<file path="src/mouse_config.svh">
`ifndef MOUSE_CONFIG_SVH
`define MOUSE_CONFIG_SVH

// samples the clock line must hold before an edge counts
`define MOUSE_FILTER_LEN 8

// host request-to-send inhibit, 100 us at 50 MHz
`define MOUSE_INHIBIT_CYCLES 5000

// give up on the device after about 40 ms
`define MOUSE_TX_TIMEOUT 2000000

// stream-enable command
`define MOUSE_CMD_STREAM 8'hF4
// device acknowledge
`define MOUSE_ACK 8'hFA

`endif
</file>
<file path="src/mouse_pkg.sv">
`default_nettype none

package mouse_pkg;

   // one data byte on the ps2 wire
   typedef logic [7:0] ps2_byte_t;

   // cursor position, wraps modulo 1024
   typedef logic [9:0] cursor_pos_t;

   // standard 3-byte movement packet
   // byte 0 sits in the top bits, as it arrives first
   typedef struct packed {
      logic      y_ovf;
      logic      x_ovf;
      logic      y_sign;
      logic      x_sign;
      // always 1 in a valid byte 0
      logic      sync;
      logic      btn_middle;
      logic      btn_right;
      logic      btn_left;
      // x movement, sign is x_sign
      ps2_byte_t dx;
      // y movement, sign is y_sign
      ps2_byte_t dy;
   } mouse_packet_t;

endpackage

`default_nettype wire

</file>
<file path="src/cursor_tracker.sv">
`timescale 1ns/1ps
`default_nettype none

module cursor_tracker (
   input  wire                      CLK50MHZ,
   input  wire                      RST,
   input  mouse_pkg::mouse_packet_t packet,
   input  wire                      packet_valid,
   output mouse_pkg::cursor_pos_t   position,
   output logic [7:0]               led
);

   import mouse_pkg::*;

   cursor_pos_t step;
   cursor_pos_t pos_next;

   // 9-bit signed x movement, sign-extended to 10 bits
   assign step = {packet.x_sign, packet.x_sign, packet.dx};

   // buttons win over motion, left over right
   always_comb begin
      if (packet.btn_left)
         pos_next = '0;
      else if (packet.btn_right)
         pos_next = '1;
      else
         pos_next = position + step;
   end

   always_ff @(posedge CLK50MHZ or posedge RST) begin
      if (RST)
         position <= '0;
      else if (packet_valid)
         position <= pos_next;
   end

   // top eighth picks the led, 0 lights led 7
   assign led = 8'h80 >> position[9:7];

endmodule

`default_nettype wire

</file>
<file path="config.mk">
export PLATFORM = sky130hd
export DESIGN_NAME = cursor_tracker
export DESIGN_NICKNAME = d
export VERILOG_FILES = /design/src/mouse_config.svh /design/src/mouse_pkg.sv /design/src/cursor_tracker.sv
export SDC_FILE = /design/constraint.sdc
export NUM_CORES = 1
export LEC_CHECK = 0
export BUFFER_PORTS_ARGS = -buffer_cell sky130_fd_sc_hd__clkbuf_2
export CORE_MARGIN = 4
export CORE_UTILIZATION = 33
export DETAILED_ROUTE_END_ITERATION = 16
export PLACE_DENSITY = 0.58
export SETUP_SLACK_MARGIN = 0.02
export SLEW_MARGIN = 10
export SYNTH_ARGS = -nofsm -noshare
export SYNTH_HDL_FRONTEND = slang
export SYNTH_SLANG_ARGS = --single-unit
</file>
<file path="constraint.sdc">
create_clock -name CLK50MHZ -period 3.35 [get_ports CLK50MHZ]
set_clock_uncertainty 0.1 [all_clocks]
set_input_delay 0.67 -clock CLK50MHZ [delete_from_list [all_inputs] [get_ports CLK50MHZ]]
set_output_delay 0.67 -clock CLK50MHZ [all_outputs]
set_load 0.005 [all_outputs]
</file>
==> results summary <==
After detailed routing, the average wire length per cell comes to 13.3 µm. The clock-pin slew of the registers on the worst-case setup and hold paths came out at 70 ps. The clock sink count came out at 10.

The slack of the worst reg-to-reg path came out at 1070 ps. The largest registers in the layout are position (10). The global route total overflow came out at 0. The maximum number of pins on one net before global-route repair is 15.

The number of buffers inserted by hold repair at cts is 0. The antenna cell count is 0. The global placer's final weighted congestion is 0.811.

The number of nets in the layout came out at 174. The final critical-path required period came out at 2380 ps. The synthesized net count is 144. The number of CTS-inserted buffers came out at 3.

The routing usage on met1 came out at 17.1%. The via count of the first global-routing pass is 824. In this run the cell area of the synthesized design comes to 903 µm². The die covers 0.00364 mm². The number of I/O pins came out at 45. The initial cell density of the core is 35.5%. The initial antenna violation count is 0.

The leading cell type in the layout, fill and taps excluded is sky130_fd_sc_hd__clkbuf_2. TritonCTS built the clock tree. The area taken by flip-flops and latches came out at 250 µm². The total via count after detailed routing came out at 885. Counting cells, the worst reg-to-reg path comes to 7. In the synthesized netlist the dominant register cell turns out to be sky130_fd_sc_hd__dfrtp_1. CTS built an H-tree with a depth of 1.

For the final routed database, the setup TNS stands at 0 ps. Walking the worst path, the cells encountered are clkbuf_2, ha_1, fa_1, a21o_1, a21oi_2, o21ai_1, or4_1, o2111a_1. The global-route track usage on met2 came out at 21.0%. The largest stage delay on the critical path is 410 ps. The number of fill cells is 274.

The post-CTS repair timing setup buffer count came out at 0. Leaving out fill and tap cells, the most frequent cells in the layout are sky130_fd_sc_hd__clkbuf_2 (31), sky130_fd_sc_hd__nand2_1 (12), sky130_fd_sc_hd__nor2_1 (10), sky130_fd_sc_hd__dfrtp_1 (10), sky130_fd_sc_hd__ha_1 (9). Across the run, the number of max-cap violations was 0. The post-CTS resize count came out at 0. The post-synthesis area per instance is 8.44 µm². The count of flip-flops with a built-in enable after synthesis is 0. The hold violation count in the final report came to 0. The arrival time of data at the critical path endpoint is 2440 ps. The global-route total usage across every layer is 13.5%.

The detailed-route wire length is 2190 µm. The synthesis-to-finish area growth is 20.5%. The endpoint identified for the worst register-to-register timing path is position[6]. The flop and latch count out of synthesis came out at 10. The sequential-to-total area share from yosys stat came out at 27.7%. The path type of the worst setup path is primary input to register.

In this run the power density over the cells is 440 mW/mm². Of all flip-flops after synthesis, the portion carrying an async set or reset was 100%. The floorplan die height is 60.3 µm.

The worst slack at placement came out at 702 ps. The number of vias per cell after detailed routing came out at 5.36. The clock latency of the later-clocked register in the worst-skew pair is 270 ps. The worst setup path is captured at a register.

The required time at the endpoint of the critical path came out at 3410 ps. After the first detailed-routing iteration, the DRC count stood at 14. The maximum fanout encountered on the critical timing path came out at 3. Final hold analysis gives a worst-case slack of 263 ps.

The standard cell with the maximum stage delay on the critical path is sky130_fd_sc_hd__fa_1. The number of slew-limit violations in the final report is 0. The root buffer cell chosen for the clock tree is sky130_fd_sc_hd__clkbuf_4. The HPWL after detailed placement came out at 1680 µm. The core region is 0.00254 mm².

The maximum frequency from static timing analysis came out at 0.420 GHz. The post-detailed-route DRC marker count came out at 0. In this run the worst hold path is classified as primary input to async pin. The number of optimization iterations in the first detailed-route pass came out at 4. The width of the chip came out at 60.3 µm. Setup repair after global routing left no endpoint under its margin. The count of nets left with antenna violations once routing finished came out at 0.

The flow ran to the end, and the final reports show no timing, DRC or antenna violations. In this run the critical register-to-register path is launched from position[0]. The number of warning messages in the yosys log is 0. More flip-flops sit in one register than any other, and that register is position. The flip-flop count of the largest register after layout came out at 10. Summed over all cells, the static leakage comes to 0.556 nW. Headroom to the max-slew limit came out at 71.5%. For this run, global-route usage on met3 was measured as 4.97%. The number of unique standard cell types used by synthesis is 38. The worst setup path is launched from a primary input. Counting every instance in the synthesized netlist gives 107. After global routing, the most crowded layer is met2. The post-route clock period utilization came out at 71.0%. At the pin with the least slew margin, the transition time is 427 ps. The number of standard-cell rows in the floorplan came out at 18. The minimum setup slack in the final design came out at 970 ps. Counting along the longest clock path gives a buffer depth of 2.

The fraction of layout instances using a drive strength above 1 is 27.4%. The count of input and output buffers came out at 31. The worst supply voltage drop on vdd is 0.233 mV. Summing all multi-input logic gate instances after layout gives 616 µm². The number of endpoints failing setup at the final stage is 0.

The first global-routing pass estimated 3640 µm of wire.
==> logic make-up after synthesis <==
kind of cell / share of synthesized area, %
AO/OA/AOI/OAI: 23.3
XOR/XNOR: 3.88
adder cells (fa/ha/maj): 14.7
buffers and inverters: 4.15
flip-flops: 27.7
multiplexers: 2.35
AND/OR/NAND/NOR: 24.0
==> worst max path at each step <==
stage                    from           to  depth (start not counted)
finish              packet[8]  position[6]                          8
global route        packet[8]  position[6]                          8
CTS                 packet[8]  position[6]                          8
detailed placement  packet[8]  position[6]                          8
global placement    packet[8]  position[6]                          8
floorplan           packet[8]  position[6]                          7
==> power breakdown <==
group	internal (mW)	switching, mW
Clock	0.0416	0.0444
Sequential	0.140	0.0328
Combinational	0.107	0.113
Total	0.289	0.190
==> Yosys cell counts, types with 3 or more instances <==
| master | n | share of area [%] |
|---|---|---|
| sky130_fd_sc_hd__a21oi_1 | 8 | 4.4 |
| sky130_fd_sc_hd__dfrtp_1 | 10 | 28 |
| sky130_fd_sc_hd__o2bb2ai_1 | 3 | 2.9 |
| sky130_fd_sc_hd__nand2_1 | 12 | 5.0 |
| sky130_fd_sc_hd__clkbuf_1 | 4 | 1.7 |
| sky130_fd_sc_hd__o21ai_0 | 4 | 2.2 |
| sky130_fd_sc_hd__nor3b_1 | 3 | 2.5 |
| sky130_fd_sc_hd__a21o_1 | 4 | 3.3 |
| sky130_fd_sc_hd__nor3_1 | 3 | 1.7 |
| sky130_fd_sc_hd__ha_1 | 9 | 12 |
| sky130_fd_sc_hd__nor2_1 | 10 | 4.2 |
| sky130_fd_sc_hd__xnor2_1 | 3 | 2.9 |
| sky130_fd_sc_hd__o31ai_1 | 4 | 3.3 |
==> area by class of cell <==
type / instances / share of cell area, %
Clock buffer: 3 / 2.07
Inverter: 2 / 0.690
Multi-Input combinational cell: 89 / 56.6
Sequential cell: 10 / 23.0
Tap cell: 30 / 3.45
Timing Repair Buffer: 31 / 14.3
==> metrics by stage <==
| step | power [mW] | util (%) | instances | area, µm² |
|---|---|---|---|---|
| 2_1_floorplan | 0.326 | - | 107 | 903 |
| 3_3_place_gp | 0.394 | 41.9 | 162 | 1070 |
| 3_5_place_dp | 0.396 | 41.9 | 162 | 1070 |
| 4_1_cts | 0.485 | 42.8 | 165 | 1090 |
| 5_1_grt | 0.526 | 42.8 | 165 | 1090 |
| 6_report | 0.479 | 42.8 | 165 | 1090 |
==> worst max-delay path, delay by kind of cell <==
family	cells	cell delay, ps
simple gates	1	400
buf+inv	1	90
fa+ha+maj	2	620
compound gates	4	660
==> per-layer routing <==
metal / routed length, µm / up-vias
met3: 130 / 4
met5: 0 / -
li1: - / 453
met1: 972 / 401
met2: 1060 / 27
met4: 30 / 0
(Power assumes the default switching activity.)
