[src/mouse_config.svh]
`ifndef MOUSE_CONFIG_SVH
`define MOUSE_CONFIG_SVH

// samples the clock line must hold before an edge counts
`define MOUSE_FILTER_LEN 8

// host request-to-send inhibit, 100 us at 50 MHz
`define MOUSE_INHIBIT_CYCLES 5000

// give up on the device after about 40 ms
`define MOUSE_TX_TIMEOUT 2000000

// stream-enable command
`define MOUSE_CMD_STREAM 8'hF4
// device acknowledge
`define MOUSE_ACK 8'hFA

`endif
[src/mouse_pkg.sv]
`default_nettype none

package mouse_pkg;

   // one data byte on the ps2 wire
   typedef logic [7:0] ps2_byte_t;

   // cursor position, wraps modulo 1024
   typedef logic [9:0] cursor_pos_t;

   // standard 3-byte movement packet
   // byte 0 sits in the top bits, as it arrives first
   typedef struct packed {
      logic      y_ovf;
      logic      x_ovf;
      logic      y_sign;
      logic      x_sign;
      // always 1 in a valid byte 0
      logic      sync;
      logic      btn_middle;
      logic      btn_right;
      logic      btn_left;
      // x movement, sign is x_sign
      ps2_byte_t dx;
      // y movement, sign is y_sign
      ps2_byte_t dy;
   } mouse_packet_t;

endpackage

`default_nettype wire

[src/ps2_rx.sv]
`timescale 1ns/1ps
`default_nettype none
`include "mouse_config.svh"

module ps2_rx (
   input  wire                  CLK50MHZ,
   input  wire                  RST,
   input  wire                  ps2_clk,
   input  wire                  ps2_data,
   input  wire                  enable,
   output mouse_pkg::ps2_byte_t rx_byte,
   output logic                 rx_done,
   output logic                 rx_err
);

   localparam int FLEN = `MOUSE_FILTER_LEN;

   // two-stage synchronizers
   logic [1:0]      clk_sync;
   logic [1:0]      data_sync;
   // older clock samples, newest one is clk_sync[1]
   logic [FLEN-2:0] clk_hist;
   logic            clk_filt;
   logic            clk_fall;
   logic [3:0]      bit_cnt;
   logic [10:0]     frame_q;
   logic [10:0]     frame_next;
   logic            frame_bad;

   always_ff @(posedge CLK50MHZ or posedge RST) begin
      if (RST) begin
         clk_sync  <= 2'b11;
         data_sync <= 2'b11;
         clk_hist  <= '1;
         clk_filt  <= 1'b1;
      end else begin
         clk_sync  <= {clk_sync[0], ps2_clk};
         data_sync <= {data_sync[0], ps2_data};
         clk_hist  <= {clk_hist[FLEN-3:0], clk_sync[1]};
         // filtered level only moves once the whole window agrees
         if (&{clk_hist, clk_sync[1]})
            clk_filt <= 1'b1;
         else if (clk_fall)
            clk_filt <= 1'b0;
      end
   end

   // clean falling edge of the device clock
   assign clk_fall = clk_filt & ~|{clk_hist, clk_sync[1]};

   // new bit in at the top, start bit lands in bit 0
   assign frame_next = {data_sync[1], frame_q[10:1]};
   // start high, stop low, or even parity over data plus parity bit
   assign frame_bad = frame_next[0] | ~frame_next[10] | ~(^frame_next[9:1]);

   always_ff @(posedge CLK50MHZ or posedge RST) begin
      if (RST) begin
         bit_cnt <= '0;
         rx_done <= 1'b0;
         rx_err  <= 1'b0;
      end else begin
         rx_done <= 1'b0;
         rx_err  <= 1'b0;
         // disabled receiver throws away any partial frame
         if (!enable) begin
            bit_cnt <= '0;
         end else if (clk_fall) begin
            if (bit_cnt == 4'd10) begin
               bit_cnt <= '0;
               rx_done <= ~frame_bad;
               rx_err  <= frame_bad;
            end else begin
               bit_cnt <= bit_cnt + 4'd1;
            end
         end
      end
   end

   // shifter and data byte
   always_ff @(posedge CLK50MHZ) begin
      if (clk_fall)
         frame_q <= frame_next;
      if (clk_fall && bit_cnt == 4'd10)
         rx_byte <= frame_next[8:1];
   end

endmodule

`default_nettype wire

[config.mk]
export PLATFORM = sky130hd
export DESIGN_NAME = ps2_rx
export DESIGN_NICKNAME = d
export VERILOG_FILES = /design/src/mouse_pkg.sv /design/src/ps2_rx.sv
export VERILOG_INCLUDE_DIRS = /design/src
export SDC_FILE = /design/constraint.sdc
export NUM_CORES = 1
export LEC_CHECK = 0
export ABC_AREA = 1
export BUFFER_PORTS_ARGS = -buffer_cell sky130_fd_sc_hd__buf_2
export CORE_MARGIN = 1
export CORE_UTILIZATION = 41
export CTS_CLUSTER_SIZE = 20
export DETAILED_ROUTE_END_ITERATION = 8
export PLACE_DENSITY = 0.63
export SLEW_MARGIN = 0
export SYNTH_ARGS = -nofsm -noshare
export SYNTH_HDL_FRONTEND = slang
export SYNTH_SLANG_ARGS = --single-unit
[constraint.sdc]
create_clock -name CLK50MHZ -period 4 [get_ports CLK50MHZ]
set_input_delay 0.6 -clock CLK50MHZ [delete_from_list [all_inputs] [get_ports CLK50MHZ]]
set_output_delay 0.6 -clock CLK50MHZ [all_outputs]
set_load 0.02 [all_outputs]
==> key figures <==
Status
  • Status: completed

GRT
  • Wire length of the first global-routing pass: 3.17 mm
  • GR Overflow Total: 0
  • Overall fraction of global-route tracks in use: 0.128
  • Antenna violations before repair: 0
  • Pin count of the biggest net entering global routing: 19
  • Vias in the first global route: 729

Synthesis
  • Netlist cell types: 22
  • Synthesized cell area: 1390 sq um
  • Avg Cell Area, Syn: 12.5 sq um
  • Most frequent cells after synthesis: nand2_1, edfxtp_1, dfstp_2, inv_1, nor2_1
  • Async S/R FF share, synth: 0.500
  • Area contributors post-synth: edfxtp_1, dfstp_2, dfrtp_1
  • Number of flip-flops and latches in the synthesized netlist: 36
  • Share of Yosys cell area claimed by the top area cell type: 0.389
  • Leading area contributor after synthesis: edfxtp_1
  • Number of flops mapped to enable cells by yosys: 18
  • Post-Synthesis Net Count: 118
  • Top flip-flop cell by instance count after synthesis: edfxtp_1
  • Gate count of the mapped netlist: 111
  • Seq/Total Area, Yosys: 0.724
  • Cell with the most instances after synthesis: nand2_1
  • Synth warn: 0

Pwr
  • Maximum VDD drop: 0.000251 V
  • Leakage power summed over all cells: 0.672 nW
  • Switching Share: 0.193
  • Switching component of the power: 128 uW
  • Combinational share of power: 0.017
  • Power per cell area: 414 nW/um^2
  • Internal: 532 uW
  • Clock network power share: 0.372
  • Seq pwr share: 0.611

Worst setup path
  • Buf+Inv Stages, Crit Path: 1
  • Crit path required time: 3400 ps
  • Cells along the critical path: buf_2
  • Critical path's top delay family: flip-flops
  • Category of the most critical setup path: flop to output pin
  • Nature of the critical path endpoint: output pin
  • Arrival time worst endpoint: 880 ps
  • Critical Path Source Type: flop
  • Slowest cell on the critical path: edfxtp_1
  • R2r setup slk: 2550 ps
  • CP max stage delay: 380 ps
  • Critical-path maximum fanout: 1

STA
  • Clock skew: approximately 12 ps
  • Final critical-path share of the clock period: 0.369
  • Rel. slew slack: 0.573
  • WHS: 328 ps
  • Min Clock Period, post-route: 1480 ps
  • Final count of hold timing violations: 0
  • Finish-stage setup viols: 0
  • Final Max Slew Viols: 0
  • Slew at the pin with the worst max-slew slack: 639 ps
  • Unrepaired setup endpoints after global routing: false
  • Highest achievable clock rate: ~680 MHz
  • Final sum of negative setup slack: 0 ps

Route
  • Final antenna-violating net count: 0
  • Drt drc: 0
  • First-iteration detailed-routing DRC count: 12
  • Vias per cell: between 4 and 5
  • Routed wire length: 1.84 mm
  • DR vias: 800
  • First-pass iteration count of the detailed router: 4
  • Average routed wire per standard cell: 10.4 microns

Place
  • Placer's final routability congestion estimate: between 0.7 and 0.8
  • DPL Wire Length: 1.32 mm
  • Count of buffers inserted at the top-level ports: 14

Layout
  • Sequential standard cell area: 1010 sq um
  • Area taken by multi-input logic gates: ~340 sq um
  • Net total in the final layout: 139
  • Number of antenna diodes: 0
  • Fraction of final layout cells sized beyond drive strength 1: 0.353
  • Count of filler cells inserted in the layout: between 200 and 300
  • Post-synthesis to final-layout area growth: 14.8%

Clock tree
  • CTS HTree Levels: 2
  • Number of buffers inserted for hold repair after clock tree synthesis: 0
  • CTS sink cnt: 36
  • Root cell of the clock tree: clkbuf_4
  • Clock slew at the register clock pins of the worst setup and hold paths: 110 ps
  • CTS tree: yes
  • Count of instances resized after the clock tree is built: 0
  • Insertion delay to the later sink of the worst-skew pair: 330 ps
  • Bufs on Longest Clock Path: 2
  • TritonCTS buffer count: 5
  • Number of buffers inserted by post-CTS setup repair: 0

Floorplan
  • Die height: 60.2 microns
  • Die Wd: 60.2 microns
  • Number of standard-cell rows in the floorplan: 20
  • Die area: 3630 sq um
  • Core region area: ~3100 sq um
  • Number of ports placed on the die boundary: 15
  • Initial Util: 0.444

Min path
  • Worst min-delay path category: input port to async pin

Flow run
  • Max-cap viol count: 0
## registers in the layout, summed over array words and instances (netlist names)
register / flops
clk_hist: 7
rx_err: 1
clk_sync: 2
data_sync: 2
rx_done: 1
rx_byte: 8
bit_cnt: 4
frame_q: 10
clk_filt: 1
## power groups by stage
stage	registers [mW]	clock network (mW)	logic, mW
6_report	0.403	0.246	0.0111
5_1_grt	0.404	0.272	0.0131
4_1_cts	0.403	0.254	0.0117
3_5_place_dp	0.410	0	0.0116
3_3_place_gp	0.410	0	0.0113
2_1_floorplan	0.409	0	0.00736
## placed cells by master, fill, tap and decap left out, drive strengths merged, types with 3 or more instances in the layout
cell type,n
nand2,28
buf,14
o21ai,5
inv,11
dfrtp,6
dfstp,12
edfxtp,18
xor2,3
clkbuf,5
nor2,12
nand3,4
a21oi,4
## layer usage
metal  part of all wire  track usage  wire [microns]
met5                  0            0               0
met4              0.025       0.0698              46
met3              0.054       0.0649             100
met2               0.46        0.196             846
met1               0.46        0.144             844
## worst paths after layout
kind / to / depth (start not counted) / start
max: rx_byte[1] / 1 / rx_byte[1]
min: bit_cnt[2] / 2 / RST
max reg2reg: bit_cnt[3] / 8 / clk_hist[5]
min reg2reg: data_sync[1] / 0 / data_sync[0]
max in group asynchronous: rx_done / 2 / RST
min in group CLK50MHZ: clk_sync[0] / 1 / ps2_clk
## cell type report
cell class	instances	share of cell area
timing repair buffer	14	0.0439
sequential	36	0.631
clock buffer	5	0.0235
tap	44	0.0345
clock inverter	3	0.0267
inverter	12	0.0290
multi-input combinational	63	0.212
## logic make-up (layout without fill, tap and decap cells)
family | count (synthesis) | in the layout | share of synthesized area
adder cells (fa/ha/maj) | 2 | 2 | 0.0180
AO/OA/AOI/OAI | 9 | 9 | 0.0351
XOR/XNOR | 5 | 5 | 0.0315
flip-flops | 36 | 36 | 0.724
AND/OR/NAND/NOR | 47 | 47 | 0.158
buffers and inverters | 12 | 34 | 0.0333
## metrics by stage
| step | utilization | area [sq um] | instances | total power, mW | setup WS, ps |
|---|---|---|---|---|---|
| final | 0.510 | 1600 | 177 | 0.660 | 2520 |
| after global routing | 0.510 | 1600 | 177 | 0.690 | 2420 |
| after CTS | 0.510 | 1600 | 177 | 0.669 | 2500 |
| after floorplan | - | 1390 | 111 | 0.416 | 2670 |
| after global placement | 0.484 | 1520 | 169 | 0.421 | 2550 |
| after detailed placement | 0.484 | 1520 | 169 | 0.422 | 2540 |
Power figures use the tool's default switching activity.
