==> src/mouse_config.svh <==
`ifndef MOUSE_CONFIG_SVH
`define MOUSE_CONFIG_SVH

// samples the clock line must hold before an edge counts
`define MOUSE_FILTER_LEN 8

// host request-to-send inhibit, 100 us at 50 MHz
`define MOUSE_INHIBIT_CYCLES 5000

// give up on the device after about 40 ms
`define MOUSE_TX_TIMEOUT 2000000

// stream-enable command
`define MOUSE_CMD_STREAM 8'hF4
// device acknowledge
`define MOUSE_ACK 8'hFA

`endif
==> src/mouse_pkg.sv <==
`default_nettype none

package mouse_pkg;

   // one data byte on the ps2 wire
   typedef logic [7:0] ps2_byte_t;

   // cursor position, wraps modulo 1024
   typedef logic [9:0] cursor_pos_t;

   // standard 3-byte movement packet
   // byte 0 sits in the top bits, as it arrives first
   typedef struct packed {
      logic      y_ovf;
      logic      x_ovf;
      logic      y_sign;
      logic      x_sign;
      // always 1 in a valid byte 0
      logic      sync;
      logic      btn_middle;
      logic      btn_right;
      logic      btn_left;
      // x movement, sign is x_sign
      ps2_byte_t dx;
      // y movement, sign is y_sign
      ps2_byte_t dy;
   } mouse_packet_t;

endpackage

`default_nettype wire

==> src/ps2_tx.sv <==
`timescale 1ns/1ps
`default_nettype none
`include "mouse_config.svh"

module ps2_tx (
   input  wire                  CLK50MHZ,
   input  wire                  RST,
   input  wire                  ps2_clk,
   input  wire                  ps2_data,
   input  mouse_pkg::ps2_byte_t tx_byte,
   input  wire                  tx_start,
   output logic                 clk_drive_low,
   output logic                 data_drive_low,
   output logic                 tx_busy,
   output logic                 tx_done,
   output logic                 tx_err
);

   localparam logic [1:0] ST_IDLE    = 2'd0;
   localparam logic [1:0] ST_INHIBIT = 2'd1;
   localparam logic [1:0] ST_BITS    = 2'd2;
   localparam logic [1:0] ST_ACK     = 2'd3;
   localparam int         CNT_W      = $clog2(`MOUSE_TX_TIMEOUT + 1);

   logic [1:0]       state;
   logic [CNT_W-1:0] timer;
   logic [3:0]       bit_cnt;
   // stop, parity, then data lsb first
   logic [9:0]       shift_q;
   logic [1:0]       data_sync;
   // bit 0 is the synchronizer stage
   logic [4:0]       clk_hist;
   logic             dev_fall;
   logic             timed_out;

   always_ff @(posedge CLK50MHZ or posedge RST) begin
      if (RST) begin
         clk_hist  <= '1;
         data_sync <= 2'b11;
      end else begin
         clk_hist  <= {clk_hist[3:0], ps2_clk};
         data_sync <= {data_sync[0], ps2_data};
      end
   end

   // two highs then two lows, rejects single-cycle glitches
   assign dev_fall  = (clk_hist[4:1] == 4'b1100);
   assign timed_out = (timer == CNT_W'(`MOUSE_TX_TIMEOUT - 1));

   // hold clock low only while inhibiting
   assign clk_drive_low = (state == ST_INHIBIT);
   assign tx_busy       = (state != ST_IDLE);

   always_ff @(posedge CLK50MHZ or posedge RST) begin
      if (RST) begin
         state          <= ST_IDLE;
         timer          <= '0;
         bit_cnt        <= '0;
         data_drive_low <= 1'b0;
         tx_done        <= 1'b0;
         tx_err         <= 1'b0;
      end else begin
         tx_done <= 1'b0;
         tx_err  <= 1'b0;
         case (state)
            ST_IDLE: begin
               if (tx_start) begin
                  timer <= '0;
                  state <= ST_INHIBIT;
               end
            end
            ST_INHIBIT: begin
               if (timer == CNT_W'(`MOUSE_INHIBIT_CYCLES - 1)) begin
                  // start bit goes low as the clock is let go
                  data_drive_low <= 1'b1;
                  timer          <= '0;
                  bit_cnt        <= '0;
                  state          <= ST_BITS;
               end else begin
                  timer <= timer + 1'b1;
               end
            end
            ST_BITS: begin
               if (timed_out) begin
                  data_drive_low <= 1'b0;
                  tx_err         <= 1'b1;
                  state          <= ST_IDLE;
               end else begin
                  timer <= timer + 1'b1;
                  // device samples on rising edge, we change on falling
                  if (dev_fall) begin
                     data_drive_low <= ~shift_q[0];
                     bit_cnt        <= bit_cnt + 4'd1;
                     if (bit_cnt == 4'd9)
                        state <= ST_ACK;
                  end
               end
            end
            default: begin
               if (timed_out) begin
                  tx_err <= 1'b1;
                  state  <= ST_IDLE;
               end else begin
                  timer <= timer + 1'b1;
                  // device pulls data low as line acknowledge
                  if (dev_fall) begin
                     tx_done <= ~data_sync[1];
                     tx_err  <= data_sync[1];
                     state   <= ST_IDLE;
                  end
               end
            end
         endcase
      end
   end

   // outgoing bits, odd parity
   always_ff @(posedge CLK50MHZ) begin
      if (state == ST_IDLE && tx_start)
         shift_q <= {1'b1, ~^tx_byte, tx_byte};
      else if (state == ST_BITS && dev_fall)
         shift_q <= {1'b1, shift_q[9:1]};
   end

endmodule

`default_nettype wire

==> config.mk <==
export PLATFORM = sky130hd
export DESIGN_NAME = ps2_tx
export DESIGN_NICKNAME = d
export VERILOG_FILES = /design/src/mouse_pkg.sv /design/src/ps2_tx.sv
export VERILOG_INCLUDE_DIRS = /design/src
export SDC_FILE = /design/constraint.sdc
export NUM_CORES = 1
export LEC_CHECK = 0
export BUFFER_PORTS_ARGS = -buffer_cell sky130_fd_sc_hd__buf_2
export CORE_MARGIN = 2
export CORE_UTILIZATION = 65
export CTS_BUF_LIST = sky130_fd_sc_hd__clkbuf_4
export CTS_CLUSTER_SIZE = 28
export DETAILED_ROUTE_END_ITERATION = 10
export GPL_ROUTABILITY_DRIVEN = 0
export PLACE_DENSITY = 0.95
export RECOVER_POWER = 25
export SYNTH_ARGS = -nofsm -noshare
export SYNTH_HDL_FRONTEND = slang
export SYNTH_SLANG_ARGS = --single-unit
==> constraint.sdc <==
create_clock -name CLK50MHZ -period 6.3 [get_ports CLK50MHZ]
set_input_delay 0.315 -clock CLK50MHZ [delete_from_list [all_inputs] [get_ports CLK50MHZ]]
set_output_delay 0.315 -clock CLK50MHZ [all_outputs]
set_load 0.1 [all_outputs]
==> impl_metrics.py <==
metrics = {
    "timing": {
        "finClkSkew_ps": 12.83,
        "final.setup.tns_ps": 0,
        "max_slew_margin_pct": -29.93,
        "rsz0062_at_grt": "false",
        "fin_ws_ps": 3837,
        "finalMaxSlewViolations": 38,
        "worstMarginPinSlew_ps": 1949,
        "whs_ps": 34.60,
        "post-route-period-util_pct": 39.09,
        "fin_crit_ps": 2463,
        "finalHoldViolCount": 0,
        "setup_viol": 0,
        "fmax_mhz": 406.1,
    },
    "yosys": {
        "synth_warnings": 0,
        "synth-async-reset-ratio_pct": 80.43,
        "yosys_register_bits": 46,
        "syn_area_um2": 2531,
        "synth_enable_flop_cells": 9,
        "synth_fp_nets": 256,
        "syn_avg_cell_area_um2": 10.77,
        "synthCells": 235,
        "ys_seq_area_share_pct": 47.60,
        "synthFlopType": "dfrtp_1",
        "synth_cell_types": 59,
    },
    "layout": {
        "n_antenna_cell": 0,
        "finalInstanceArea_um2": 2755,
        "nNetsFinal": 278,
        "final_cell_mix": "30 x dfrtp_1, 23 x nor2_1, 17 x buf_2",
        "fillers": 252,
        "drive_gt1_share_pct": 26.36,
        "final_common_cell": "dfrtp_1",
        "fin_cells": 306,
        "area_growth_pct": 8.848,
    },
    "floorplanning": {
        "io_pins": 18,
        "num_rows": 22,
        "chipWidth_um": 66.40,
        "start_util_pct": 68.11,
        "dieArea_um2": 4409,
        "core_area_um2": 3716,
        "die_height_um": 66.40,
    },
    "power": {
        "pwr-share-comb_pct": 40.6,
        "clockPowerShare_pct": 21.0,
        "ir_drop_v": 0.0002384,
        "power_switching_share_pct": 39.74,
        "intPower_mw": 0.6136,
        "power_switching_mw": 0.4047,
        "p_leak_nw": 1.113,
        "power_density_nw_per_um2": 369.6,
        "seq_power_share_pct": 38.4,
    },
    "grt": {
        "grt_max_degree": 38,
        "grt_overflow": 0,
        "grt_pass1_vias": 1724,
        "track_usage_pct": 23.77,
        "grt_pass1_wl_mm": 7.893,
        "antenna_found_initial": 0,
    },
    "setup_path": {
        "crit_path_end_kind": "flip-flop",
        "critPathSlowestCell": "nor3_4",
        "max_stage_delay_ps": 640,
        "crit_start": "timer[11]$_DFFE_PP0P_",
        "cp.depth": 5,
        "worstPathArrival_ps": 2680,
        "crit_type": "flip-flop to flip-flop",
        "crit_buf_inv": 0,
        "critPathRequiredTime_ps": 6510,
        "r2r_start": "timer[11]$_DFFE_PP0P_",
        "r2r_cells": 5,
        "cp_max_fo": 19,
        "crit_path_start_kind": "flip-flop",
        "worstPathCellList": "or4_4 > nor4_4 > a21boi_2 > nor3_4 > o211ai_1",
        "path_delay_family": "simple AND/OR/NAND/NOR gates",
    },
    "worst_hold_path": {
        "hold_start": "ps2_clk",
        "worstHoldPathCells": 1,
        "hold_path_class": "input pin to flip-flop",
    },
    "clock_tree": {
        "cts_sinks": 46,
        "post_cts_buffers": 0,
        "cts_resized": 0,
        "ctsHoldBuffers": 0,
        "htreeDepth": 2,
        "clockBufferDepth": 2,
        "clockRootBuffer": "clkbuf_4",
        "cts_buffers": 5,
        "clk_latency_ps": 360,
        "path_clk_slew_ps": 140,
        "cts_tree": "built",
    },
    "detailed_routing": {
        "drtAntennaViolNets": 0,
        "firstDrtPassIters": 4,
        "route.detailed.drc": 0,
        "drt_iter0_drc": 246,
        "detail_route.wl_per_cell_um": 15.30,
        "totalWireLength_mm": 4.681,
        "num_vias": 1842,
        "viasPerCell": 6.020,
    },
    "placed_design": {
        "dp_slack_ps": 3847,
        "place_inst": 298,
        "post_dp_cell_area_um2": 2658,
        "port-buffer-count": 17,
        "dp_hpwl_mm": 3.441,
    },
    "run_status": {
        "violations": "max-capacitance violations, max-slew violations",
        "status": "complete, but fails checks",
    },
    "flow_run": {
        "cap_violations": 1,
    },
}
==> synthesized netlist by cell type (3+ instances only) <==
| master | count | area share, % |
|---|---|---|
| edfxtp_1 | 9 | 11 |
| nand3_1 | 13 | 2.6 |
| nand2b_1 | 3 | 0.74 |
| a21oi_1 | 9 | 1.8 |
| o22ai_1 | 4 | 0.99 |
| o31ai_1 | 3 | 0.89 |
| nor2_1 | 23 | 3.4 |
| o21ai_2 | 3 | 1.0 |
| mux2_2 | 10 | 4.4 |
| nor3_1 | 7 | 1.4 |
| xor2_1 | 6 | 2.1 |
| xnor2_1 | 13 | 4.5 |
| dfrtp_1 | 30 | 30 |
| ha_1 | 8 | 4.0 |
| inv_1 | 11 | 1.6 |
| or3_1 | 3 | 0.74 |
| nand2_1 | 16 | 2.4 |
| nand4_1 | 6 | 1.5 |
| or3_2 | 4 | 1.2 |
| dfstp_2 | 7 | 7.3 |
==> path summary, 6_finish.rpt <==
| kind | to | slack (ps) |
|---|---|---|
| worst max-delay path | timer[12]$_DFFE_PP0P_ | 3840 |
| worst min register to register | clk_hist[1]$_DFF_PP1_ | 370 |
| worst max register to register | timer[12]$_DFFE_PP0P_ | 3840 |
| min in group asynchronous | state[1]$_DFFE_PP0P_ | 640 |
| worst min-delay path | clk_hist[0]$_DFF_PP1_ | 30 |
| max in group asynchronous | tx_err$_DFF_PP0_ | 4540 |
==> power by group through the flow <==
stage               registers (mW)  logic [mW]  clock network (mW)
floorplan                    0.409       0.330                   0
global placement             0.391       0.399                   0
detailed placement           0.395       0.412                   0
CTS                          0.390       0.413               0.217
global route                 0.396       0.443               0.230
finish                       0.391       0.413               0.214
==> cell type report <==
| cell class | count | area (um^2) | area share (%) |
|---|---|---|---|
| Multi-Input combinational cell | 174 | 1251 | 45.41 |
| Sequential cell | 46 | 1205 | 43.73 |
| Timing Repair Buffer | 19 | 96.34 | 3.497 |
| Clock inverter | 3 | 63.81 | 2.316 |
| Tap cell | 48 | 60.06 | 2.180 |
| Inverter | 11 | 41.29 | 1.499 |
| Clock buffer | 5 | 37.54 | 1.362 |
==> kinds of logic after synthesis <==
| kind of cell | count (synthesis) | synth area share, % |
|---|---|---|
| XOR/XNOR | 19 | 6.574 |
| flip-flops | 46 | 47.60 |
| multiplexers | 11 | 4.844 |
| AO/OA/AOI/OAI | 37 | 10.63 |
| buffers and inverters | 15 | 2.966 |
| adder cells (fa/ha/maj) | 8 | 3.955 |
| AND/OR/NAND/NOR | 99 | 23.43 |
==> state kept, by name (all words and copies together), names as in the netlist <==
| register | count |
|---|---|
| bit_cnt | 4 |
| data_drive_low | 1 |
| tx_err | 1 |
| tx_done | 1 |
| state | 2 |
| shift_q | 9 |
| timer | 21 |
| data_sync | 2 |
| clk_hist | 5 |
==> worst register-to-register path, delay by kind of cell (launching register included) <==
kind	cells	cell delay [ps]
AND/OR/NAND/NOR	3	1530
AO/OA/AOI/OAI	2	330
flip-flops	1	480
==> per-layer routing <==
| metal | vias to the layer above | GRT usage (%) | part of all wire (%) |
|---|---|---|---|
| met1 | 898 | 31.64 | 45 |
| li1 | 890 | - | - |
| met5 | - | 0 | 0 |
| met3 | 7 | 4.089 | 4.2 |
| met4 | 0 | 6.888 | 1.1 |
| met2 | 47 | 39.88 | 50 |
==> through the flow <==
step	util (%)	total power, mW
2_1_floorplan	-	0.7385
3_3_place_gp	71.52	0.7905
3_5_place_dp	71.52	0.8076
4_1_cts	74.24	1.020
5_1_grt	74.14	1.069
6_report	74.14	1.018
No activity file was read; power rests on OpenSTA's default activity.
