**config.mk**
```make
export PLATFORM = sky130hd
export DESIGN_NAME = mouse_link
export DESIGN_NICKNAME = d
export VERILOG_FILES = /design/src/mouse_pkg.sv /design/src/mouse_link.sv
export VERILOG_INCLUDE_DIRS = /design/src
export SDC_FILE = /design/constraint.sdc
export NUM_CORES = 1
export LEC_CHECK = 0
export ABC_AREA = 1
export BUFFER_PORTS_ARGS = -buffer_cell sky130_fd_sc_hd__buf_2
export CORE_ASPECT_RATIO = 1.1
export CORE_MARGIN = 2
export CORE_UTILIZATION = 48
export CTS_BUF_LIST = sky130_fd_sc_hd__clkbuf_8
export DETAILED_ROUTE_END_ITERATION = 12
export PLACE_DENSITY = 0.79
export SETUP_SLACK_MARGIN = 0.02
export SLEW_MARGIN = 25
export SYNTH_ARGS = -nofsm -noshare
export SYNTH_HDL_FRONTEND = slang
export SYNTH_SLANG_ARGS = --single-unit
export TNS_END_PERCENT = 30
```
**constraint.sdc**
```tcl
create_clock -name CLK50MHZ -period 2.1 [get_ports CLK50MHZ]
set_clock_uncertainty 0.05 [all_clocks]
set_input_delay 0.105 -clock CLK50MHZ [delete_from_list [all_inputs] [get_ports CLK50MHZ]]
set_output_delay 0.105 -clock CLK50MHZ [all_outputs]
set_load 0.02 [all_outputs]
```
**src/mouse_config.svh**
```systemverilog
`ifndef MOUSE_CONFIG_SVH
`define MOUSE_CONFIG_SVH

// samples the clock line must hold before an edge counts
`define MOUSE_FILTER_LEN 8

// host request-to-send inhibit, 100 us at 50 MHz
`define MOUSE_INHIBIT_CYCLES 5000

// give up on the device after about 40 ms
`define MOUSE_TX_TIMEOUT 2000000

// stream-enable command
`define MOUSE_CMD_STREAM 8'hF4
// device acknowledge
`define MOUSE_ACK 8'hFA

`endif
```
**src/mouse_pkg.sv**
```systemverilog
`default_nettype none

package mouse_pkg;

   // one data byte on the ps2 wire
   typedef logic [7:0] ps2_byte_t;

   // cursor position, wraps modulo 1024
   typedef logic [9:0] cursor_pos_t;

   // standard 3-byte movement packet
   // byte 0 sits in the top bits, as it arrives first
   typedef struct packed {
      logic      y_ovf;
      logic      x_ovf;
      logic      y_sign;
      logic      x_sign;
      // always 1 in a valid byte 0
      logic      sync;
      logic      btn_middle;
      logic      btn_right;
      logic      btn_left;
      // x movement, sign is x_sign
      ps2_byte_t dx;
      // y movement, sign is y_sign
      ps2_byte_t dy;
   } mouse_packet_t;

endpackage

`default_nettype wire

```
**src/mouse_link.sv**
```systemverilog
`timescale 1ns/1ps
`default_nettype none
`include "mouse_config.svh"

module mouse_link (
   input  wire                      CLK50MHZ,
   input  wire                      RST,
   input  mouse_pkg::ps2_byte_t     rx_byte,
   input  wire                      rx_done,
   input  wire                      rx_err,
   input  wire                      tx_busy,
   input  wire                      tx_done,
   input  wire                      tx_err,
   output mouse_pkg::ps2_byte_t     tx_byte,
   output logic                     tx_start,
   output logic                     rx_enable,
   output mouse_pkg::mouse_packet_t packet,
   output logic                     packet_valid
);

   import mouse_pkg::*;

   localparam logic [1:0] LK_START  = 2'd0;
   localparam logic [1:0] LK_CMD    = 2'd1;
   localparam logic [1:0] LK_ACK    = 2'd2;
   localparam logic [1:0] LK_STREAM = 2'd3;
   // sync flag position in byte 0
   localparam int         SYNC_BIT  = 3;

   logic [1:0] state;
   logic [1:0] byte_cnt;
   ps2_byte_t  hdr_q;
   ps2_byte_t  dx_q;
   logic       rx_ok;
   logic       rx_bad;

   // only command ever sent
   assign tx_byte   = `MOUSE_CMD_STREAM;
   // receiver is off while we own the bus
   assign rx_enable = ~tx_busy;
   assign rx_ok     = rx_done & ~tx_busy;
   assign rx_bad    = rx_err & ~tx_busy;

   always_ff @(posedge CLK50MHZ or posedge RST) begin
      if (RST) begin
         state        <= LK_START;
         byte_cnt     <= '0;
         tx_start     <= 1'b0;
         packet_valid <= 1'b0;
      end else begin
         tx_start     <= 1'b0;
         packet_valid <= 1'b0;
         case (state)
            LK_START: begin
               tx_start <= 1'b1;
               state    <= LK_CMD;
            end
            LK_CMD: begin
               // no retry; a failed command just falls through to listening
               if (tx_done)
                  state <= LK_ACK;
               else if (tx_err)
                  state <= LK_STREAM;
            end
            LK_ACK: begin
               // anything but FA is ignored here
               if (rx_ok && rx_byte == `MOUSE_ACK) begin
                  byte_cnt <= '0;
                  state    <= LK_STREAM;
               end
            end
            default: begin
               if (rx_bad) begin
                  // resync on a bad frame
                  byte_cnt <= '0;
               end else if (rx_ok) begin
                  case (byte_cnt)
                     2'd0: begin
                        if (rx_byte[SYNC_BIT])
                           byte_cnt <= 2'd1;
                     end
                     2'd1: byte_cnt <= 2'd2;
                     default: begin
                        byte_cnt     <= '0;
                        packet_valid <= 1'b1;
                     end
                  endcase
               end
            end
         endcase
      end
   end

   // packet bytes
   always_ff @(posedge CLK50MHZ) begin
      if (state == LK_STREAM && rx_ok) begin
         case (byte_cnt)
            2'd0: hdr_q <= rx_byte;
            2'd1: dx_q <= rx_byte;
            default: packet <= {hdr_q, dx_q, rx_byte};
         endcase
      end
   end

endmodule

`default_nettype wire

```
==> out/results.md, run 1 <==
| Group | Parameter | Reported |
| --- | --- | --- |
| status | Status | complete, no violations |
| yosys | Ys flop type | edfxtp_1 |
| clock tree | CTS H-tree depth | 2 |
| yosys | Most frequent cells after synthesis | edfxtp_1, nand2_1, nor2_1 |
| grt | Number of antenna violations at the first check in global routing | 0 |
| grt | Via count of the first global-routing pass | 965 |
| power | Max VDD drop | 0.000530 V |
| grt | Largest net degree at the start of global routing | 25 |
| drt | Starting DRC count in detailed routing | 30 |
| die | Die extent in y | 66.8 um |
| yosys | Number of register bits inferred by synthesis | 46 |
| die | Starting Density | 0.508 |
| worst hold path | Worst min path class | in2reg |
| setup path | Path type of the worst setup path | reg2reg |
| sta | Fin crit period | 1.51 ns |
| drt | Number of nets still failing antenna checks after routing | 0 |
| finish | Net count of the finished layout | 194 |
| drt | Number of DRC violations after detailed routing | 0 |
| run | Number of max-cap violations | 0 |
| yosys | Share of synthesized area occupied by flip-flops and latches | 0.785 |
| drt | Vias/cell | 4.53 |
| sta | Setup violation total in the final timing report | 0 |
| drt | Overall via count from detail_route | 1,010 |
| placement | Weighted congestion at the end of routability-driven global placement | 0.760 |
| setup path | Top fanout value on the critical path | 24 |
| grt | GRT Residual Overflow | 0 |
| sta | Accumulated negative setup slack | 0 ns |
| die | Floorplan row count | 22 |
| drt | Final wirelength | 2610 um |
| sta | Maximum operating frequency | 662 MHz |
| grt | First-pass GRT wire length | 4160 um |
| sta | Hold violation count in the final report | 0 |
| die | DIE WIDTH | 61.1 um |
| sta | Final critical-path share of the clock period | 0.719 |
| clock tree | Clock-pin slew reported for the worst setup and hold paths after clock tree synthesis | 0.08 ns |
| clock tree | TritonCTS Sinks | 46 |
| yosys | Number of enable-type register cells in the synthesized netlist | 40 |
| placement | Number of buffer cells added on primary ports | 41 |
| yosys | Synthesized area per cell | 14.8 um^2 |
| yosys | Cell area after synthesis | 0.00172 mm^2 |
| sta | Number of max-slew violations in the final report | 0 |
| power | Power Density | 1060 mW/mm^2 |
| finish | Fraction of final layout cells sized beyond drive strength 1 | 0.349 |
| finish | Antenna cells | 0 |
| yosys | Warnings, synthesis | 0 |
| yosys | Cell type with the largest total area after synthesis | edfxtp_1 |
| die | Die Outline Area | 0.00408 mm^2 |
| yosys | Distinct cells, synth | 14 |
| clock tree | Library cell used as clock root buffer | clkbuf_8 |
| drt | DRT Pass-1 Iters | 4 |
| clock tree | Clock buffers created by TritonCTS | 5 |
| setup path | Category of the worst setup path capture point | flop |
| sta | Unrepaired setup endpoints after global routing | no |
| grt | Global routing usage summed across all routing layers | 0.149 |
| die | Top-Level Pins | 50 |
| sta | Setup slack after layout | 0.591 ns |
| yosys | Largest cells by area after synthesis | edfxtp_1, dfrtp_1, nand2_1 |
| yosys | Async set-reset flop share out of synthesis | 0.130 |
| clock tree | Number of buffers on the longest clock path | 2 |
| clock tree | Insertion delay of the later-clocked pin in the worst-skew pair | 0.29 ns |
| setup path | Crit start category | flop |
| power | Lkg Pwr | 0.930 nW |
| yosys | Area share of the largest cell type after synthesis | 0.698 |
| drt | Detailed-route wire length per cell | 11.7 um |
| setup path | Worst EP required | 2.01 ns |
| placement | Worst setup slack after placement | 0.609 ns |
| placement | Detailed placement HPWL | 1850 um |
| yosys | Gate count of the mapped netlist | 116 |
| clock tree | TritonCTS clock tree | built |
| die | Placeable core region | 0.00339 mm^2 |
| finish | Layout overhead on the synthesized area | 27.6% |
| yosys | Most numerous cell in the Yosys netlist | edfxtp_1 |
| setup path | Critical path data arrival time | 1.42 ns |
-- critical path, cell delays in order, from the launching register on --
cell     delay, ns
dfrtp_1       0.42
ha_1          0.17
nand3_1       0.13
nor2_2        0.11
buf_4         0.30
-- timing repair --
| item | in CTS | in global routing |
|---|---|---|
| setup buffers | 0 | 0 |
| hold buffers | 9 | 0 |
| gates resized for setup | 0 | 0 |
| hold endpoints to repair | 30 | 0 |
-- cell usage in the layout, fill, tap and decap left out, drive strengths merged --
| cell | synthesis | layout |
|---|---|---|
| clkbuf | 0 | 5 |
| conb | 2 | 8 |
| nor2 | 13 | 13 |
| nand3 | 9 | 9 |
| inv | 10 | 10 |
| nor3 | 2 | 2 |
| nand2 | 21 | 21 |
| bufinv | 0 | 2 |
| dlygate4sd3 | 0 | 9 |
| clkinv | 0 | 1 |
| buf | 8 | 44 |
| edfxtp | 40 | 40 |
| dfrtp | 6 | 6 |
| ha | 5 | 5 |
-- registers in the layout, indices dropped and copies added (netlist names) --
name          cells
packet           24
dx_q              8
tx_start          1
byte_cnt          2
packet_valid      1
hdr_q             8
state             2
-- worst paths after layout --
kind / start / to / slack, ns / depth (start not counted)
setup / recovery: state[0]$_DFFE_PP0P_ / packet[10]$_DFFE_PP_ / 0.59 / 4
hold / removal: rx_done / packet_valid$_DFF_PP0_ / 0.05 / 3
setup reg to reg: state[0]$_DFFE_PP0P_ / packet[10]$_DFFE_PP_ / 0.59 / 4
hold reg to reg: hdr_q[4]$_DFFE_PP_ / packet[20]$_DFFE_PP_ / 0.37 / 0
max in group asynchronous: RST / state[1]$_DFFE_PP0P_ / 1.58 / 3
min in group asynchronous: RST / tx_start$_DFF_PP0_ / 0.22 / 3
-- layer usage --
| layer | part of all wire | global-route usage |
|---|---|---|
| met1 | 0.37 | 0.158 |
| met2 | 0.55 | 0.253 |
| met3 | 0.069 | 0.0583 |
| met5 | 0 | 0 |
| met4 | 0.011 | 0.0707 |
-- cell type report --
class | count | area (um^2)
timing repair buffer | 53 | 318
inverter | 10 | 37.5
tap | 48 | 60.1
clock buffer | 5 | 68.8
sequential | 46 | 1350
fill | 256 | 1190
clock inverter | 3 | 63.8
multi-input combinational | 58 | 298
-- logic make-up after synthesis --
logic type / Yosys count / synth area share
flops: 46 / 0.785
other cells: 2 / 0.00436
buf+inv: 18 / 0.0567
fa+ha+maj: 5 / 0.0363
simple gates: 45 / 0.118
-- where the power goes --
| part | total [mW] | internal [mW] | switching (mW) |
|---|---|---|---|
| logic | 0.463 | 0.166 | 0.297 |
| clock network | 0.728 | 0.470 | 0.258 |
| registers | 1.13 | 1.08 | 0.0564 |
| total | 2.32 | 1.71 | 0.611 |
-- metrics by stage --
| step | hold slack, ns | total power [mW] | instances | cell area [um^2] | utilization |
|---|---|---|---|---|---|
| 3_3_place_gp | -0.0215 | 1.57 | 206 | 1970 | 0.583 |
| 2_1_floorplan | -0.154 | 1.49 | 122 | 1750 | - |
| 6_report | 0.0498 | 2.32 | 223 | 2200 | 0.649 |
| 4_1_cts | 0.0449 | 2.34 | 223 | 2200 | 0.649 |
| 5_1_grt | 0.0379 | 2.46 | 223 | 2200 | 0.649 |
| 3_5_place_dp | -0.0113 | 1.60 | 206 | 1970 | 0.583 |
Note: power is estimated with default switching activity, not from simulation.
==> inputs of run 2 (changes only) <==
clock period = 1.3 ns   (was 2.1 ns; I/O delays follow)
==> out/results.md, run 2 (synthesis gave the netlist of run 1 again) <==
| Group | Parameter | Reported |
| --- | --- | --- |
| drt | Final wirelength | 2860 um |
| placement | Weighted congestion at the end of routability-driven global placement | 0.816 |
| power | Switching share of power | 0.296 |
| clock tree | Number of buffers on the longest clock path | 2 |
| placement | Detailed placement HPWL | 2100 um |
| sta | Final critical-path share of the clock period | 1.07 |
| grt | Global routing usage summed across all routing layers | 0.155 |
| placement | Number of buffer cells added on primary ports | 41 |
| status | Failing checks | setup timing |
| setup path | Category of the worst setup path capture point | flop |
| finish | Commonest cells after routing, fill and taps aside | buf_2, edfxtp_1, nand2_1 |
| power | Power Density | 1690 mW/mm^2 |
| power | Switching pwr | 1.16 mW |
| die | Placeable core region | 0.00339 mm^2 |
| placement | Worst setup slack after placement | -0.0731 ns |
| drt | DRT Pass-1 Iters | 4 |
| drt | Length of routed met2 wiring | 1610 um |
| drt | DRT met1 WL | 1070 um |
| clock tree | CTS H-tree depth | 2 |
| finish | Layout overhead on the synthesized area | 34.8% |
| drt | Detailed-route wire length per cell | 12.5 um |
| power | Clock network fraction of total power | 0.257 |
| setup path | Top delay family on crit path | flip-flops |
| clock tree | Clock-pin slew reported for the worst setup and hold paths after clock tree synthesis | 0.08 ns |
| finish | Number of flip-flops in the largest register | 24 |
| grt | Via count of the first global-routing pass | 1,020 |
| sta | Hold violation count in the final report | 0 |
| finish | Fraction of final layout cells sized beyond drive strength 1 | 0.453 |
| power | Combinational Power Share | 0.274 |
| setup path | Top fanout value on the critical path | 18 |
| die | Floorplan row count | 22 |
| clock tree | TritonCTS Sinks | 46 |
| drt | Starting DRC count in detailed routing | 14 |
| status | Status | finished with violations |
| grt | Number of antenna violations at the first check in global routing | 0 |
| worst hold path | Worst min path class | in2reg |
| setup path | Number of buffers and inverters on the critical path | 1 |
| run | Number of max-cap violations | 0 |
| die | Die Outline Area | 0.00408 mm^2 |
| setup path | Path type of the worst setup path | reg2reg |
| die | Starting Density | 0.508 |
| power | Cell internal pwr | 2.76 mW |
| clock tree | TritonCTS clock tree | built |
| setup path | Crit start category | flop |
| finish | Register bank with the most flops | packet |
| finish | Registers with the most flip-flops | packet x24, dx_q x8, hdr_q x8 |
| finish | Antenna cells | 0 |
| sta | Maximum operating frequency | 716 MHz |
| sta | Number of max-slew violations in the final report | 0 |
| setup path | Delay contributed by the slowest stage of the critical path | 0.42 ns |
| setup path | Critical path data arrival time | 1.35 ns |
| grt | GRT Residual Overflow | 0 |
| drt | Top Layer Used | met4 |
| finish | Most frequent standard cell in the layout excluding fill and tap cells | buf_2 |
| sta | Fin crit period | 1.40 ns |
| grt | First-pass GRT wire length | 4420 um |
| finish | Fillcell total | 244 |
| die | DIE WIDTH | 61.1 um |
| die | Top-Level Pins | 50 |
| power | Max VDD drop | 0.00129 V |
| drt | Overall via count from detail_route | 1,032 |
| power | Sequential fraction of design power | 0.469 |
| sta | Setup violation total in the final timing report | 44 |
| sta | Accumulated negative setup slack | -3.40 ns |
| drt | Number of nets still failing antenna checks after routing | 0 |
| drt | Number of DRC violations after detailed routing | 0 |
| grt | Largest net degree at the start of global routing | 19 |
| power | Lkg Pwr | 0.954 nW |
| finish | Net count of the finished layout | 200 |
| clock tree | Clock buffers created by TritonCTS | 5 |
| clock tree | Library cell used as clock root buffer | clkbuf_8 |
| sta | Setup slack after layout | -0.0957 ns |
| sta | Unrepaired setup endpoints after global routing | yes |
| drt | Met3 wirelength from detailed routing | 141 um |
| setup path | Chain of cells forming the critical path | ha_2, nand3_4, nor2_4, buf_12 |
| drt | Vias/cell | 4.51 |
| die | Die extent in y | 66.8 um |
| clock tree | Insertion delay of the later-clocked pin in the worst-skew pair | 0.29 ns |
| setup path | Slowest cell on crit path | dfrtp_1 |
| setup path | Worst EP required | 1.26 ns |
-- run 2: per-layer routing --
layer  vias to the layer above  GRT usage
li1                        506          -
met1                       487      0.162
met2                        36      0.279
met3                         3     0.0447
met4                         0     0.0652
met5                         -          0
-- run 2: power by group through the flow --
| stage | Sequential [mW] | Combinational (mW) | Clock (mW) |
|---|---|---|---|
| 2_1_floorplan | 1.89 | 0.548 | 0 |
| 3_3_place_gp | 1.84 | 0.850 | 0 |
| 3_5_place_dp | 1.85 | 0.902 | 0 |
| 4_1_cts | 1.82 | 0.962 | 1.03 |
| 5_1_grt | 1.86 | 1.20 | 1.08 |
| 6_report | 1.84 | 1.08 | 1.01 |
-- run 2: final cells by class --
| cell class | count | area [um^2] | share of cell area |
|---|---|---|---|
| clock buffers | 5 | 68.8 | 0.0296 |
| flip-flops and latches | 46 | 1350 | 0.583 |
| multi-input cells | 58 | 378 | 0.163 |
| repair buffers | 59 | 383 | 0.165 |
| well taps | 48 | 60.1 | 0.0259 |
| clock inverters | 3 | 41.3 | 0.0178 |
| inverters | 10 | 37.5 | 0.0162 |
-- run 2: worst paths after layout --
| check | to | startpoint | slack, ns | depth (start not counted) |
|---|---|---|---|---|
| setup / recovery | packet[22]$_DFFE_PP_ | state[0]$_DFFE_PP0P_ | -0.1 | 4 |
| hold / removal | packet_valid$_DFF_PP0_ | rx_done | 0.03 | 3 |
| setup reg to reg | packet[22]$_DFFE_PP_ | state[0]$_DFFE_PP0P_ | -0.1 | 4 |
| hold reg to reg | packet[13]$_DFFE_PP_ | dx_q[5]$_DFFE_PP_ | 0.37 | 0 |
| max in group asynchronous | state[1]$_DFFE_PP0P_ | RST | 0.81 | 3 |
| min in group asynchronous | packet_valid$_DFF_PP0_ | RST | 0.17 | 3 |
-- run 2: through the flow --
| stage | std cells | utilization | power (mW) | hold slack (ns) | cell area (um^2) |
|---|---|---|---|---|---|
| finish | 229 | 0.686 | 3.92 | 0.0329 | 2320 |
| global route | 229 | 0.686 | 4.14 | 0.0481 | 2320 |
| CTS | 229 | 0.672 | 3.81 | 0.0210 | 2280 |
| detailed placement | 212 | 0.608 | 2.76 | -0.0503 | 2060 |
| global placement | 212 | 0.608 | 2.69 | -0.0577 | 2060 |
| floorplan | 122 | - | 2.43 | -0.194 | 1770 |
-- run 2: timing repair --
action                                  CTS  global route
endpoints found under the hold margin    30             0
endpoints found under the setup margin   44            44
resized for setup                         6            12
buffers inserted                          0             0
pin swaps                                 1             4
hold buffers                              9             0
-- run 2: worst reg2reg max path: stages, from the launching register on --
cell and delay, ns:
dfrtp_1 0.42, ha_2 0.23, nand3_4 0.10, nor2_4 0.15
buf_12 0.16
==> inputs of run 3 (changes only) <==
CTS_CLUSTER_SIZE = 14   (was not set)
REMOVE_ABC_BUFFERS = 1   (was not set)
==> out/results.md, run 3 (synthesis gave the netlist of run 1 again) <==
| Group | Parameter | Reported |
| --- | --- | --- |
| grt | Number of antenna violations at the first check in global routing | 0 |
| setup path | Top fanout value on the critical path | 6 |
| status | Status | finished with violations |
| sta | Maximum operating frequency | 713 MHz |
| grt | Global routing usage summed across all routing layers | 0.147 |
| finish | Net count of the finished layout | 203 |
| die | Placeable core region | 0.00339 mm^2 |
| run | Number of max-cap violations | 0 |
| sta | Unrepaired setup endpoints after global routing | yes |
| finish | Registers with the most flip-flops | packet x24, dx_q x8, hdr_q x8 |
| setup path | Top delay family on crit path | flip-flops |
| sta | Hold violation count in the final report | 0 |
| setup path | Path type of the worst setup path | reg2reg |
| finish | FF/Latch Area | 0.00135 mm^2 |
| drt | Number of nets still failing antenna checks after routing | 0 |
| placement | Weighted congestion at the end of routability-driven global placement | 0.767 |
| status | Failing checks | setup timing |
| grt | Via count of the first global-routing pass | 901 |
| finish | Most frequent standard cell in the layout excluding fill and tap cells | buf_2 |
| finish | Multi-input logic area | 380 um^2 |
| clock tree | Clock-pin slew reported for the worst setup and hold paths after clock tree synthesis | 0.08 ns |
| finish | Register bank with the most flops | packet |
| placement | Detailed placement HPWL | 1930 um |
| finish | Layout overhead on the synthesized area | 40.5% |
| clock tree | Insertion delay of the later-clocked pin in the worst-skew pair | 0.30 ns |
| power | Cell internal pwr | 2.98 mW |
| drt | Final wirelength | 2920 um |
| drt | Overall via count from detail_route | 1,057 |
| sta | Final critical-path share of the clock period | 1.08 |
| power | Switching share of power | 0.283 |
| sta | Setup violation total in the final timing report | 44 |
| setup path | Chain of cells forming the critical path | ha_4, nand3_4, nor2_4, buf_6, clkbuf_16 |
| power | Sum of internal, switching and leakage power | 4.15 mW |
| setup path | Number of buffers and inverters on the critical path | 2 |
| drt | Detailed-route wire length per cell | 12.6 um |
| clock tree | TritonCTS Sinks | 46 |
| power | Lkg Pwr | 0.995 nW |
| power | Clock network fraction of total power | 0.295 |
| clock tree | Clock buffers created by TritonCTS | 5 |
| sta | Accumulated negative setup slack | -2.55 ns |
| grt | First-pass GRT wire length | 4130 um |
| finish | Number of flip-flops in the largest register | 24 |
| finish | Commonest cells after routing, fill and taps aside | buf_2, edfxtp_1, nand2_1 |
| setup path | Delay contributed by the slowest stage of the critical path | 0.43 ns |
| clock tree | Library cell used as clock root buffer | clkbuf_8 |
| drt | DRT Pass-1 Iters | 4 |
| worst hold path | Worst min path class | in2reg |
| die | Die Outline Area | 0.00408 mm^2 |
| drt | Number of DRC violations after detailed routing | 0 |
| die | Floorplan row count | 22 |
| setup path | Crit start category | flop |
| drt | Vias/cell | 4.56 |
| power | Combinational Power Share | 0.260 |
| drt | Starting DRC count in detailed routing | 22 |
| finish | Fin area | 0.00242 mm^2 |
| clock tree | TritonCTS clock tree | built |
| power | Max VDD drop | 0.00111 V |
| sta | Number of max-slew violations in the final report | 0 |
| sta | Fin crit period | 1.40 ns |
| die | Starting Density | 0.508 |
| finish | Antenna cells | 0 |
| placement | Standard cell area after detailed placement | 0.00202 mm^2 |
| setup path | Worst EP required | 1.27 ns |
| die | Top-Level Pins | 50 |
| finish | Fillcell total | 227 |
| placement | Number of buffer cells added on primary ports | 41 |
| clock tree | Number of buffers on the longest clock path | 2 |
| grt | Largest net degree at the start of global routing | 16 |
| die | Die extent in y | 66.8 um |
| power | Sequential fraction of design power | 0.446 |
| power | Switching pwr | 1.17 mW |
| die | DIE WIDTH | 61.1 um |
| setup path | Category of the worst setup path capture point | flop |
| clock tree | CTS H-tree depth | 2 |
| setup path | Slowest cell on crit path | dfrtp_2 |
| finish | Fraction of final layout cells sized beyond drive strength 1 | 0.451 |
| sta | Setup slack after layout | -0.103 ns |
| setup path | Critical path data arrival time | 1.37 ns |
| sta | Final hold slack | 0.0509 ns |
| power | Power Density | 1720 mW/mm^2 |
| grt | GRT Residual Overflow | 0 |
-- run 3: cell count changes in the layout (fill, tap and decap cells not counted), sizes merged --
cell | before | now
buf | 50 | 52
bufinv | 1 | 2
clkbuf | 5 | 6
clkinv | 0 | 1
clkinvlp | 1 | 0
inv | 11 | 10
-- run 3: cell type report --
class,instances,share of cell area
clock buffer,5,0.0285
clock inverter,3,0.0285
inverter,10,0.0155
multi-input combinational,58,0.157
sequential,46,0.559
tap,48,0.0248
timing repair buffer,62,0.186
-- run 3: power groups by stage --
stage | clock network (mW) | logic [mW] | registers (mW)
finish | 1.22 | 1.08 | 1.85
global route | 1.30 | 1.19 | 1.86
CTS | 1.24 | 0.888 | 1.82
detailed placement | 0 | 0.822 | 1.85
global placement | 0 | 0.778 | 1.84
floorplan | 0 | 0.497 | 1.88
-- run 3: stage by stage --
| stage | setup slack (ns) | util | instances |
|---|---|---|---|
| detailed placement | -0.144 | 0.596 | 210 |
| CTS | -0.125 | 0.681 | 230 |
| global route | -0.177 | 0.714 | 232 |
| floorplan | -0.843 | - | 114 |
| finish | -0.103 | 0.714 | 232 |
| global placement | -0.0582 | 0.596 | 210 |
-- run 3: routing by layer --
layer	track usage	vias up	share of wire	wire length (um)
li1	-	510	-	-
met1	0.162	502	0.36	1070
met2	0.253	41	0.57	1650
met3	0.0485	4	0.057	167
met4	0.0652	0	0.013	37
met5	0	-	0	0
-- run 3: final timing paths --
path / slack, ns / start / cells past startpoint / end
max: -0.10 / state[0]$_DFFE_PP0P_ / 5 / packet[19]$_DFFE_PP_
min: 0.05 / rx_done / 3 / packet_valid$_DFF_PP0_
max reg2reg: -0.10 / state[0]$_DFFE_PP0P_ / 5 / packet[19]$_DFFE_PP_
min reg2reg: 0.37 / dx_q[3]$_DFFE_PP_ / 0 / packet[11]$_DFFE_PP_
max in group asynchronous: 0.80 / RST / 3 / state[0]$_DFFE_PP0P_
min in group asynchronous: 0.17 / RST / 3 / tx_start$_DFF_PP0_
-- run 3: worst min-delay path: stages --
cell	delay, ns
buf_2	0.13
nand2_2	0.10
nor2_1	0.06
-- run 3: what timing repair did --
item,CTS,global route
gates cloned,1,1
gates resized for setup,5,19
setup endpoints to repair,44,44
setup buffers,2,1
hold endpoints to repair,30,0
pin swaps,2,12
hold buffers,9,0
